===== src/shift_pkg.sv =====
// Widths, opcode enums and payload structs shared by every block of the issue and execute slice.
package shift_pkg;

	localparam int XLEN = 64;
	localparam int REG_NUM = 32;
	localparam int REG_AW = $clog2(REG_NUM);
	localparam int ISSUE_DEPTH = 4;
	localparam int ISSUE_IW = $clog2(ISSUE_DEPTH);
	localparam int FUN_W = 2; // holds either function enum.

	typedef enum logic {
		OP_SHIFT = 1'b0,
		OP_LOGIC = 1'b1
	} op_class_e;

	typedef enum logic [FUN_W-1:0] {
		FUN_SLL = 2'd0,
		FUN_SRL = 2'd1,
		FUN_SRA = 2'd2
	} shift_fun_e;

	typedef enum logic [FUN_W-1:0] {
		FUN_AND = 2'd0,
		FUN_OR = 2'd1,
		FUN_XOR = 2'd2
	} logic_fun_e;

	typedef struct packed {
		op_class_e op_class;
		logic [FUN_W-1:0] fun;
		logic is32;
		logic use_imm;
		logic [REG_AW-1:0] rd;
		logic [REG_AW-1:0] rs1;
		logic [REG_AW-1:0] rs2;
		logic [XLEN-1:0] imm; // sign extended, low 6 bits are shamt for shifts.
	} instr_t;

	typedef struct packed {
		shift_fun_e fun;
		logic is32;
		logic use_imm;
		logic [REG_AW-1:0] rd;
		logic [REG_AW-1:0] rs1;
		logic [REG_AW-1:0] rs2;
		logic [XLEN-1:0] imm;
	} shift_info_t;

	typedef struct packed {
		logic_fun_e fun;
		logic use_imm;
		logic [REG_AW-1:0] rd;
		logic [REG_AW-1:0] rs1;
		logic [REG_AW-1:0] rs2;
		logic [XLEN-1:0] imm;
	} logic_info_t;

	typedef struct packed {
		shift_fun_e fun;
		logic is32;
		logic [REG_AW-1:0] rd;
		logic [XLEN-1:0] op1;
		logic [XLEN-1:0] op2;
	} shift_exeparam_t;

	typedef struct packed {
		logic [REG_AW-1:0] rd;
		logic [XLEN-1:0] data;
	} wb_t;

endpackage


===== src/issue_buffer.sv =====
// Issue queue of ISSUE_DEPTH slots, filled at the lowest free slot and freed by index on pop.
module issue_buffer #(
	parameter type payload_t = logic
) (
	input logic CLK,
	input logic rst,
	input logic push,
	input payload_t push_data,
	output logic full,
	input logic pop,
	input logic [shift_pkg::ISSUE_IW-1:0] pop_index,
	output payload_t entries [shift_pkg::ISSUE_DEPTH],
	output logic [shift_pkg::ISSUE_DEPTH-1:0] malloc
);

	import shift_pkg::*;

	logic [ISSUE_IW-1:0] free_idx;
	logic push_ok;

	assign full = &malloc;
	assign push_ok = push & ~full;

	// lowest free slot wins.
	always_comb begin
		free_idx = '0;
		for (int i = ISSUE_DEPTH - 1; i >= 0; i--) begin
			if (!malloc[i]) begin
				free_idx = ISSUE_IW'(i);
			end
		end
	end

	always_ff @(posedge CLK) begin
		if (rst) begin
			malloc <= '0;
		end else begin
			if (pop) begin
				malloc[pop_index] <= 1'b0;
			end
			if (push_ok) begin
				malloc[free_idx] <= 1'b1; // never the popped slot, it is still marked busy.
			end
		end
	end

	always_ff @(posedge CLK) begin
		if (push_ok) begin
			entries[free_idx] <= push_data;
		end
	end

endmodule


===== config.mk =====
export PLATFORM = sky130hd
export DESIGN_NAME = issue_buffer
export DESIGN_NICKNAME = d
export VERILOG_FILES = /design/src/shift_pkg.sv /design/src/issue_buffer.sv
export SDC_FILE = /design/constraint.sdc
export NUM_CORES = 1
export LEC_CHECK = 0
export BUFFER_PORTS_ARGS = -buffer_cell sky130_fd_sc_hd__buf_4
export CAP_MARGIN = 15
export CELL_PAD_IN_SITES_DETAIL_PLACEMENT = 2
export CELL_PAD_IN_SITES_GLOBAL_PLACEMENT = 2
export CORE_AREA = 3 3 40 42
export DETAILED_ROUTE_END_ITERATION = 16
export DIE_AREA = 0 0 43 45
export GPL_ROUTABILITY_DRIVEN = 0
export PLACE_DENSITY_LB_ADDON = 0.05
export SYNTH_ARGS = -nofsm -noshare
export SYNTH_HDL_FRONTEND = slang
export SYNTH_SLANG_ARGS = --single-unit

===== constraint.sdc =====
create_clock -name CLK -period 2.3 [get_ports CLK]
set_input_delay 0.46 -clock CLK [delete_from_list [all_inputs] [get_ports CLK]]
set_output_delay 0.46 -clock CLK [all_outputs]
set_load 0.005 [all_outputs]

==> run summary <==
==================================================================================
Sequential share of power                                                    51.1%
Outcome                                                               finished, final reports clean
Post-synthesis adder-cell area fraction                                         0%
TritonRoute pass-1 iters                                                         2
I/O Pins                                                                        16
Vias after detailed routing                                                    306
Cts hold-fix bufs                                                                0
Final hold viol count                                                            0
Compound-cell area share of the yosys netlist                               7.807%
Yosys top cell by area                                                sky130_fd_sc_hd__edfxtp_1
Starting DRT DRC Count                                                           3
Yosys warning count                                                              0
Highest ir drop seen on vdd                                            0.0002585 V
Max Clock Freq                                                           646.0 MHz
Number of inserted diodes                                                        0
Class of the worst hold path                                             in -> reg
DIE AREA                                                                1935 sq um
Worst-Margin Slew                                                        0.2270 ns
DRC                                                                              0
Startpoint types                                                          register
Pins Over Slew Limit                                                             0
Maximum buffer depth of the clock tree                                           2
Overall global routing resource usage                                       12.25%
CP Data Required Time                                                      1.84 ns
Combinational cell fraction of total power                                   10.3%
Clock insertion delay at the later pin of the skew report                  0.26 ns
Post-layout min period                                                    1.548 ns
PD cells                                                              629.9 nW/um^2
Number of failing setup endpoints in the final timing report                     0
Via count of the first global-routing pass                                     329
Combinational family with the most area after synthesis               simple AND/OR/NAND/NOR gates
Sequential share of the synthesized area                                    59.48%
Clk sink count                                                                   8
Initial antenna violation count                                                  0
Commonest cells after routing, fill and taps aside                    sky130_fd_sc_hd__buf_4 (15), sky130_fd_sc_hd__edfxtp_1 (4), sky130_fd_sc_hd__dfxtp_1 (4), sky130_fd_sc_hd__nor2b_1 (3), sky130_fd_sc_hd__clkbuf_4 (3)
Htree depth                                                                      1
Net load switching power                                                0.07083 mW
CTS Root Cell                                                         sky130_fd_sc_hd__clkbuf_4
Net count after synthesis                                                       35
Async set-reset flop share out of synthesis                                     0%
Number of vias per cell                                                      4.935
Number of instances in the synthesized netlist                                  28
Detailed-route wire length per cell                                   15.50 microns
Proportion of netlist area held by the largest area contributor             35.69%
Part of the cycle the worst path needs                                      67.30%
Net switching fraction of the power                                         22.75%
Synth top area cells                                                  sky130_fd_sc_hd__edfxtp_1 (36%), sky130_fd_sc_hd__dfxtp_1 (24%), sky130_fd_sc_hd__nor2b_1 (5.6%)
Site Rows                                                                       13
Maximum fanout count along the critical path                                     7
Cts bufs inserted                                                                3
Type of the worst setup path                                            reg -> out
Post_cts resized                                                                 0
Synth Area in Simple Gates                                                  30.48%
CTS clk-pin slew, worst paths                                              0.06 ns
Mean instance size in the synthesized netlist                          12.02 sq um
Share of layout cells above drive strength 1                                38.30%
Count of flip-flops with a built-in enable after synthesis                       4
Post-synthesis cell type count                                                  16
Worst Clk Skew                                                         0.002429 ns
Horiz. Die Dim                                                          43 microns
Number of input and output port buffers inserted                                15
Post-detail-place hpwl                                                743.5 microns
Clock tree from TritonCTS                                                     done
Most used DFF post-synth                                              sky130_fd_sc_hd__edfxtp_1
Kind of end point of the critical path                                primary output
Initial Util                                                                26.19%
Wire length after detailed routing                                     961 microns
Pin count of the biggest net entering global routing                             8
Register bit total from synthesis                                                8
Setup repair after global routing missed its margin                             no
Data arrival at the endpoint of the critical path                          1.09 ns
Worst Hold Margin                                                        0.4032 ns
Max-slew headroom at the worst pin                                          84.66%
Number of buffers inserted to repair setup after CTS                             0
Height of the die                                                       45 microns
Internal power                                                           0.2405 mW
Netlist area before placement                                          336.6 sq um
Post-route setup TNS                                                          0 ns
First-pass GRT wire length                                            1676 microns
Remaining global-route overflow                                                  0
Minimum setup slack in the final design                                  0.7521 ns
Most common library cell in the layout ignoring fill and taps         sky130_fd_sc_hd__buf_4
Xor and xnor area share after synthesis                                         0%
Standard cell core area                                                 1285 sq um
P_leak                                                                   0.2113 nW
Signed area change from the synthesized netlist to the final layout         46.84%
Pre-CTS setup slack                                                       1.020 ns
Portion of total power attributed to the clock network                       38.5%
Max-cap violations                                                               0
Remaining number of nets flagged by the antenna check after routing              0
Nets@finish                                                                     55
Fraction of synthesized area in multiplexers                                    0%
==================================================================================
final timing paths:
check | startpoint | endpoint | slack (ns) | cells after the start
setup / recovery | malloc[0]$_SDFF_PP0_ | full | 0.75 | 3
hold / removal | push_data | entries[0]$_DFFE_PP_ | 0.40 | 1
setup reg to reg | malloc[0]$_SDFF_PP0_ | entries[0]$_DFFE_PP_ | 1.14 | 2
hold reg to reg | malloc[3]$_SDFF_PP0_ | malloc[3]$_SDFF_PP0_ | 0.55 | 2
registers in the layout, indices dropped and copies added, names as in the netlist:
register and cells:
malloc 4, entries 4
final cells by class:
| type | count | area, sq um |
|---|---|---|
| flip-flops and latches | 8 | 200.2 |
| fillers | 153 | 790.8 |
| well taps | 15 | 18.77 |
| clock buffers | 4 | 26.28 |
| inverters | 2 | 7.507 |
| multi-input cells | 18 | 128.9 |
| repair buffers | 15 | 112.6 |
per-layer routing:
metal	up-vias	GRT usage, %	share of wire, %
li1	143	-	-
met1	145	12.56	38
met2	14	20.66	52
met3	4	5.578	8.0
met4	0	7.229	2.2
met5	-	0	0
critical path, stage by stage (launching register included):
cell	delay [ns]
sky130_fd_sc_hd__dfxtp_1	0.43
sky130_fd_sc_hd__nand3_1	0.15
sky130_fd_sc_hd__nor2_1	0.13
sky130_fd_sc_hd__buf_4	0.12
stage by stage:
| stage | utilization [%] | total power, mW | std cells | cell area (sq um) |
|---|---|---|---|---|
| 2_1_floorplan | - | 0.1717 | 28 | 336.6 |
| 3_3_place_gp | 36.42 | 0.1932 | 58 | 467.9 |
| 3_5_place_dp | 36.42 | 0.1950 | 58 | 467.9 |
| 4_1_cts | 38.46 | 0.3183 | 62 | 494.2 |
| 5_1_grt | 38.46 | 0.3270 | 62 | 494.2 |
| 6_report | 38.46 | 0.3113 | 62 | 494.2 |
logic make-up after synthesis:
group / after synthesis
AO/OA/AOI/OAI: 3
buffers and inverters: 2
flip-flops: 8
AND/OR/NAND/NOR: 15
power groups by stage:
stage / logic [mW] / clock network (mW) / registers (mW)
5_1_grt: 0.0353 / 0.131 / 0.161
3_3_place_gp: 0.0310 / 0 / 0.162
3_5_place_dp: 0.0326 / 0 / 0.162
2_1_floorplan: 0.00987 / 0 / 0.162
4_1_cts: 0.0327 / 0.126 / 0.159
6_report: 0.0321 / 0.120 / 0.159
synth_stat cells, types with 2 or more instances:
| cell type | n |
|---|---|
| sky130_fd_sc_hd__a22o_1 | 2 |
| sky130_fd_sc_hd__nor2_1 | 2 |
| sky130_fd_sc_hd__nand3b_1 | 2 |
| sky130_fd_sc_hd__edfxtp_1 | 4 |
| sky130_fd_sc_hd__dfxtp_1 | 4 |
| sky130_fd_sc_hd__nor2b_1 | 3 |
| sky130_fd_sc_hd__inv_1 | 2 |
Note: power is estimated with default switching activity, not from simulation.
