`src/shift_pkg.sv`:
```
// Widths, opcode enums and payload structs shared by every block of the issue and execute slice.
package shift_pkg;

	localparam int XLEN = 64;
	localparam int REG_NUM = 32;
	localparam int REG_AW = $clog2(REG_NUM);
	localparam int ISSUE_DEPTH = 4;
	localparam int ISSUE_IW = $clog2(ISSUE_DEPTH);
	localparam int FUN_W = 2; // holds either function enum.

	typedef enum logic {
		OP_SHIFT = 1'b0,
		OP_LOGIC = 1'b1
	} op_class_e;

	typedef enum logic [FUN_W-1:0] {
		FUN_SLL = 2'd0,
		FUN_SRL = 2'd1,
		FUN_SRA = 2'd2
	} shift_fun_e;

	typedef enum logic [FUN_W-1:0] {
		FUN_AND = 2'd0,
		FUN_OR = 2'd1,
		FUN_XOR = 2'd2
	} logic_fun_e;

	typedef struct packed {
		op_class_e op_class;
		logic [FUN_W-1:0] fun;
		logic is32;
		logic use_imm;
		logic [REG_AW-1:0] rd;
		logic [REG_AW-1:0] rs1;
		logic [REG_AW-1:0] rs2;
		logic [XLEN-1:0] imm; // sign extended, low 6 bits are shamt for shifts.
	} instr_t;

	typedef struct packed {
		shift_fun_e fun;
		logic is32;
		logic use_imm;
		logic [REG_AW-1:0] rd;
		logic [REG_AW-1:0] rs1;
		logic [REG_AW-1:0] rs2;
		logic [XLEN-1:0] imm;
	} shift_info_t;

	typedef struct packed {
		logic_fun_e fun;
		logic use_imm;
		logic [REG_AW-1:0] rd;
		logic [REG_AW-1:0] rs1;
		logic [REG_AW-1:0] rs2;
		logic [XLEN-1:0] imm;
	} logic_info_t;

	typedef struct packed {
		shift_fun_e fun;
		logic is32;
		logic [REG_AW-1:0] rd;
		logic [XLEN-1:0] op1;
		logic [XLEN-1:0] op2;
	} shift_exeparam_t;

	typedef struct packed {
		logic [REG_AW-1:0] rd;
		logic [XLEN-1:0] data;
	} wb_t;

endpackage

```
`src/wb_arbiter.sv`:
```
// Round-robin arbiter that shares the single writeback bus between the shift and logic lanes.
module wb_arbiter (
	input logic CLK,
	input logic rst,
	input logic shift_req,
	input shift_pkg::wb_t shift_result,
	output logic shift_gnt,
	input logic logic_req,
	input shift_pkg::wb_t logic_result,
	output logic logic_gnt,
	output logic wb_valid,
	output shift_pkg::wb_t wb
);

	logic last_logic;

	// on a tie the lane that lost last time goes first.
	assign shift_gnt = shift_req & (~logic_req | last_logic);
	assign logic_gnt = logic_req & (~shift_req | ~last_logic);
	assign wb_valid = shift_req | logic_req;
	assign wb = shift_gnt ? shift_result : logic_result;

	always_ff @(posedge CLK) begin
		if (rst) begin
			last_logic <= 1'b0;
		end else if (wb_valid) begin
			last_logic <= logic_gnt;
		end
	end

endmodule

```
`config.mk`:
```
export PLATFORM = sky130hd
export DESIGN_NAME = wb_arbiter
export DESIGN_NICKNAME = d
export VERILOG_FILES = /design/src/shift_pkg.sv /design/src/wb_arbiter.sv
export SDC_FILE = /design/constraint.sdc
export NUM_CORES = 1
export LEC_CHECK = 0
export BUFFER_PORTS_ARGS = -buffer_cell sky130_fd_sc_hd__buf_2
export CAP_MARGIN = 40
export CELL_PAD_IN_SITES_DETAIL_PLACEMENT = 0
export CELL_PAD_IN_SITES_GLOBAL_PLACEMENT = 1
export CORE_MARGIN = 2
export CORE_UTILIZATION = 13
export DETAILED_ROUTE_END_ITERATION = 16
export GPL_TIMING_DRIVEN = 0
export PLACE_DENSITY_LB_ADDON = 0.25
export SLEW_MARGIN = 20
export SYNTH_ARGS = -nofsm -noshare
export SYNTH_HDL_FRONTEND = slang
export SYNTH_SLANG_ARGS = --single-unit
```
`constraint.sdc`:
```
create_clock -name CLK -period 2.5 [get_ports CLK]
set_input_delay 0.375 -clock CLK [delete_from_list [all_inputs] [get_ports CLK]]
set_output_delay 0.375 -clock CLK [all_outputs]
set_load 0.01 [all_outputs]
```
==> summary.md, run 1 <==
| Metric | Value |
|---|---|
| Post-synthesis instance area | about 900 um2 |
| Final-layout setup total negative slack | 0 ns |
| Routed via count | 1462 |
| Synth Warn # | 0 |
| Class of the tightest hold or removal check | primary input to flop |
| Leading cell types by total area after synthesis | mux2_2 78%, mux2_1 7.4%, buf_6 4.9% |
| Largest voltage drop on the vdd net | between 60 and 70 uV |
| Internal cell power | 264 uW |
| Global-route wire length before repair | 6240 um |
| Switching Fraction | 0.397 |
| Final Slew Violations | 0 |
| Cell Chain, Critical Path | buf_2 -> inv_1 -> o21ai_4 -> buf_4 -> mux2_2 -> buf_2 |
| Flip-flop count of the largest register, all copies and words added | 1 |
| Synthesis-to-layout area growth | 130% |
| Total grt overflow | 0 |
| Endpoints failing hold | 0 |
| Status | finished, final reports clean |
| Hold_buf cts | 0 |
| Yosys top cell by area | mux2_2 |
| Average via count per standard cell | around 3.7 |
| Data required time at the worst endpoint | 2.12 ns |
| Placed wire-length estimate | around 4200 um |
| Area taken by multi-input logic gates | just over 800 um2 |
| Post-Route Skew | 0 ns |
| Count of fill cells added during filler insertion | around 740 |
| Fraction of the mapped netlist area in compound gates | 0.0316 |
| Top-area cell type share of the netlist area | 0.779 |
| Part of the power in combinational logic | 0.955 |
| Port Buffer Count | roughly 210 |
| Ports | about 210 |
| Number of different library cells in the post-synthesis netlist | 11 |
| Number of global-route vias before repair | 1390 |
| Height of the die | 87.7 um |
| Clock period minus worst slack | around 2.0 ns |
| Post-synthesis simple-gate area fraction | 0.0110 |
| Pin count of the biggest net entering global routing | 11 |
| Register name with the most flops | last_logic |
| Unrepaired setup endpoints after global routing | no |
| Number of antenna violations at the first check in global routing | 0 |
| Clock Latency Late Sink | 0 ns |
| Most prevalent standard cell on the critical path | buf_2 |
| Layout cell share with drive strength beyond 1 | 0.960 |
| Syn Inst Count | 84 |
| Effective utilization at floorplan | 0.134 |
| Net Switching | roughly 170 uW |
| Largest stage delay on the critical path | approximately 0.36 ns |
| Wire length reported by the detailed router | ~4600 um |
| Number of flops mapped to enable cells by yosys | 0 |
| Share of synthesized area occupied by flip-flops and latches | 0.0220 |
| Worst setup slack after placement | between 0.4 and 0.5 ns |
| Library cell with the highest instance count after synthesis | mux2_2 |
| Slowest library cell on the worst path | mux2_2 |
| Number of rows created at floorplan | 30 |
| Combinational family with the most area after synthesis | multiplexers |
| Worst Setup Slack, final | ~0.54 ns |
| Number of max-cap violations | 0 |
| CP endpoint kind | output pin |
| Maximum achievable frequency | 0.509 GHz |
| Xor and xnor area share after synthesis | 0 |
| Asr flop ratio synth | 0 |
| Top flop regs | last_logic x1 |
| Fraction of power consumed by sequential logic | 0.045 |
| Share of cell area taken by muxes after synthesis | 0.853 |
| All-layer global routing usage | 0.0978 |
| Tightest slew margin relative to the limit | 0.777 |
| Flip-flop and latch area | between 20 and 25 um2 |
| Number of DRC violations after detailed routing | 0 |
| Worst-margin pin slew | between 0.3 and 0.4 ns |
| Portion of the clock cycle consumed by the worst path in the final layout | 0.785 |
| Die area | a little under 0.008 mm2 |
| Worst Setup Path Type | primary input to output pin |
| Total nets after synthesis | 226 |
| Synthesized area per cell | 10.8 um2 |
| Endpoints failing setup | 0 |
| Clk pwr share | 0 |
| Antenna cells | 0 |
| Final Wtd Congestion | between 0.7 and 0.8 |
| Width of the die | approximately 88 um |
| Adder-Cell Fraction of Synth Area | 0 |
| Cell Area, Placed | approximately 0.0021 mm2 |
| Number of DRC markers in iteration 0 | 23 |
| WL/cell | approximately 12 um |
| Flip-flop and latch count after synthesis | 1 |
| Post-CTS repair timing setup buffer count | 0 |
| Number of gates resized after cts | 0 |
| Overall power | about 440 uW |
| Leakage | between 0.001 and 0.0015 uW |
| Power density over the cells | 208 mW/mm2 |
| Final Net Count | 441 |
| Count of antenna-violating nets left after detailed routing | 0 |
| Total non-filler cell area in the finished layout | 0.00210 mm2 |
| Most frequent cells after synthesis | 63 x mux2_2, 6 x mux2_1, 4 x buf_6 |
| Clock transition time at the flip-flop clock pins of the worst setup and hold paths | 0 ns |
| Kind of launch point of the worst setup path | primary input |
| Core Region | roughly 0.0068 mm2 |
| Detailed-router iteration count before antenna repair | 2 |
| Data arrival, critical path | between 1.5 and 2 ns |
| Main synth FF type | dfxtp_1 |
| Critical Path Fanout Max | 10 |
[final timing paths]
| path | from | cells after the start | to | slack, ns |
|---|---|---|---|---|
| setup / recovery | logic_req | 6 | wb[33] | 0.54 |
| hold / removal | rst | 2 | last_logic | 0.54 |
| setup reg to reg | last_logic | 2 | last_logic | 1.77 |
| hold reg to reg | last_logic | 2 | last_logic | 0.56 |
[layout make-up]
type / instances / share of cell area
repair buffers: 213 / 0.508
multi-input cells: 74 / 0.389
well taps: 96 / 0.0573
plain buffers: 7 / 0.0322
flip-flops and latches: 1 / 0.00955
inverters: 2 / 0.00358
[cells by family (layout without fill, tap and decap cells)]
group,count (synthesis),in the layout
buf+inv,9,222
flops,1,1
simple gates,2,2
compound gates,3,3
mux,69,69
[power groups by stage]
stage                     Clock [uW]  Combinational (uW)  Sequential (uW)
after global placement             0                 422             19.5
after floorplan                    0                 212             19.3
after detailed placement           0                 423             19.7
final                              0                 417             19.7
after CTS                          0                 425             19.7
after global routing               0                 454             19.9
[critical path, delay by kind of cell]
| family | cells | cell delay (ns) |
|---|---|---|
| muxes | 1 | 0.36 |
| AOI/OAI and AO/OA | 1 | 0.29 |
| buffers and inverters | 4 | 0.56 |
[per-layer routing]
metal	wire, um	vias to the layer above	GRT usage
li1	-	743	-
met1	1610	659	0.111
met2	2800	60	0.211
met3	214	0	0.000943
met4	0	0	0
met5	0	-	0
[layout by cell type, fill, tap and decap left out]
cell / synthesis / final
o21ai_4: 1 / 1
buf_4: 3 / 3
or2_2: 1 / 1
a21oi_1: 1 / 1
mux2_2: 63 / 63
dfxtp_1: 1 / 1
buf_2: 0 / 213
buf_6: 4 / 4
nor2_1: 1 / 1
a211oi_1: 1 / 1
inv_1: 2 / 2
mux2_1: 6 / 6
[through the flow]
| stage | cells | hold slack (ns) | util |
|---|---|---|---|
| after floorplan | 84 | 0.453 | - |
| after global placement | 393 | 0.539 | 0.309 |
| after detailed placement | 393 | 0.549 | 0.309 |
| after CTS | 393 | 0.549 | 0.309 |
| after global routing | 393 | 0.552 | 0.309 |
| final | 393 | 0.545 | 0.309 |
Power figures use the tool's default switching activity.
==> run 2: changes to the inputs <==
Settings changed: CORE_UTILIZATION 13 to 12.
Clock period 2.5 ns to 2 ns, I/O delays scaled along.
==> run 2 against run 1 <==
Against the previous run: routed wire length shrank 0.56%; sequential power increased by 24%; largest power group unchanged; worst hold slack got worse by 0.074 ns; first-iteration DRC count decreased by 22%; critical path type unchanged; via count increased by 2.5%; design area grew 0.18%; cell count up 0.76%; utilization down 2.1 points; sequential cell count unchanged; combinational power up 26%.
==> summary.md, run 2 (same netlist as run 1, synthesis figures left out) <==
| Metric | Value |
|---|---|
| Status | finished, final reports clean (unchanged) |
| Number of max-cap violations | 0 (unchanged) |
| Worst-margin pin slew | 0.338 ns (was 0.334 ns) |
| Final Net Count | 441 (unchanged) |
| Average via count per standard cell | 3.79 (was 3.72) |
| Portion of the clock cycle consumed by the worst path in the final layout | 0.904 |
| Most frequent standard cell in the layout excluding fill and tap cells | buf_2 (unchanged) |
| Slowest library cell on the worst path | mux2_2 (unchanged) |
| Unrepaired setup endpoints after global routing | no (unchanged) |
| Endpoints failing hold | 0 (unchanged) |
| Synthesis-to-layout area growth | 131% (was 130%) |
| Endpoints failing setup | 0 (unchanged) |
| Kind of cell with the highest combined delay on the critical path | buffers and inverters (unchanged) |
| Register name with the most flops | last_logic (unchanged) |
| Total routed wire length on the met1 layer | 1660 um (was 1610 um) |
| Met2 wire length | 2570 um (was 2800 um) |
| Clock period minus worst slack | about 1.8 ns |
| Clock transition time at the flip-flop clock pins of the worst setup and hold paths | 0 ns (about the same) |
| Hold_ws | 0.470 ns (was 0.545 ns) |
| Count of antenna-violating nets left after detailed routing | 0 (unchanged) |
| Kind of launch point of the worst setup path | primary input (unchanged) |
| Wire length reported by the detailed router | 4600 um (was 4630 um) |
| Most frequent cells in the layout | 213 x buf_2, 63 x mux2_2, 6 x mux2_1 (unchanged) |
| Critical Path Fanout Max | 10 (unchanged) |
| Clock Latency Late Sink | 0 ns (about the same) |
| Final Wtd Congestion | 0.679 (was 0.705) |
| Post-Route Skew | 0 ns (unchanged) |
| Number of antenna violations at the first check in global routing | 0 (unchanged) |
| Power density over the cells | 261 mW/mm2 (was 208 mW/mm2) |
| Number of DRC markers in iteration 0 | 18 (was 23) |
| Largest voltage drop on the vdd net | 88.0 uV (was 65.8 uV) |
| Met3 wire length | 355 um (was 214 um) |
| WL/cell | 11.6 um (was 11.8 um) |
| Flip-flop count of the largest register, all copies and words added | 1 (unchanged) |
| Class of the tightest hold or removal check | primary input to flop (unchanged) |
| Number of buffer and inverter instances along the worst setup path | 4 (unchanged) |
| Non-Filler Instances | 396 (was 393) |
| Number of rows created at floorplan | 31 (was 30) |
| Utilization of the core after routing | 0.288 (was 0.309) |
| Die area | 0.00830 mm2 (was 0.00769 mm2) |
| Leakage | 0.00119 uW (unchanged) |
| Pin count of the biggest net entering global routing | 11 (unchanged) |
| Worst Setup Path Type | primary input to output pin (unchanged) |
| Maximum achievable frequency | 0.553 GHz |
| Height of the die | 91.1 um (was 87.7 um) |
| Effective utilization at floorplan | 0.125 (was 0.134) |
| Data required time at the worst endpoint | 1.70 ns (was 2.12 ns) |
| Top flop regs | last_logic x1 (unchanged) |
| Data arrival, critical path | 1.51 ns (was 1.59 ns) |
| Number of global-route vias before repair | 1511 (was 1390) |
| Antenna cells | 0 (unchanged) |
| Tightest slew margin relative to the limit | 0.774 (was 0.777) |
| Cell Chain, Critical Path | buf_2 -> inv_1 -> o21ai_4 -> buf_4 -> mux2_2 -> buf_2 (unchanged) |
| Number of cells after detailed placement | 396 (was 393) |
| Global-route wire length before repair | 6800 um (was 6240 um) |
| Port Buffer Count | 213 (unchanged) |
| Total grt overflow | 0 (unchanged) |
| Largest stage delay on the critical path | 0.35 ns (was 0.36 ns) |
| Routed via count | 1499 (was 1462) |
| CP endpoint kind | output pin (unchanged) |
| Most prevalent standard cell on the critical path | buf_2 (unchanged) |
| Core Region | 0.00729 mm2 (was 0.00679 mm2) |
| Final-layout setup total negative slack | 0 ns (unchanged) |
| All-layer global routing usage | 0.0956 (was 0.0978) |
| Top sig layer | met4 (was met3) |
| Detailed-router iteration count before antenna repair | 2 (unchanged) |
| Number of gates resized after cts | 0 (unchanged) |
| Layout cell share with drive strength beyond 1 | 0.960 (unchanged) |
| Post-CTS repair timing setup buffer count | 0 (unchanged) |
| Ports | 214 (unchanged) |
| Width of the die | 91.1 um (was 87.7 um) |
| Final Slew Violations | 0 (unchanged) |
| Number of DRC violations after detailed routing | 0 (unchanged) |
| Placed wire-length estimate | 4260 um (was 4240 um) |
| Hold_buf cts | 0 (unchanged) |
[run 2: worst reg2reg max path, cell delays in order (launching register included)]
cell and delay [ns]:
dfxtp_1 0.39, nor2_1 0.07, a211oi_1 0.15
[run 2: final timing paths]
kind	from	to	slack (ns)	cells after the start
min reg2reg	last_logic	last_logic	0.54	1
max	logic_req	wb[1]	0.19	6
max reg2reg	last_logic	last_logic	1.30	2
min	rst	last_logic	0.47	2
[run 2: power breakdown]
part	internal (uW)	switching [uW]
combinational	308	216
clock	0	0
sequential	22.0	2.40
total	330	219
[run 2: stage by stage]
step	instance area (um2)	worst slack [ns]	total power, uW
after floorplan	911	0.535	289
after global placement	2100	0.144	557
after detailed placement	2100	0.127	554
after CTS	2100	0.124	557
after global routing	2100	0.0481	594
final	2100	0.193	548
[run 2: final cells by class]
type                            count  area, um2
Sequential cell                     1       20.0
Fill cell                         817       5190
Tap cell                           99        124
Buffer                              7       67.6
Inverter                            2       7.51
Timing Repair Buffer              213       1070
Multi-Input combinational cell     74        816
[run 2: layer usage]
layer / up-vias / track usage
met5: - / 0
met4: 0 / 0.00631
met3: 2 / 0.00830
met2: 92 / 0.204
met1: 661 / 0.103
li1: 744 / -
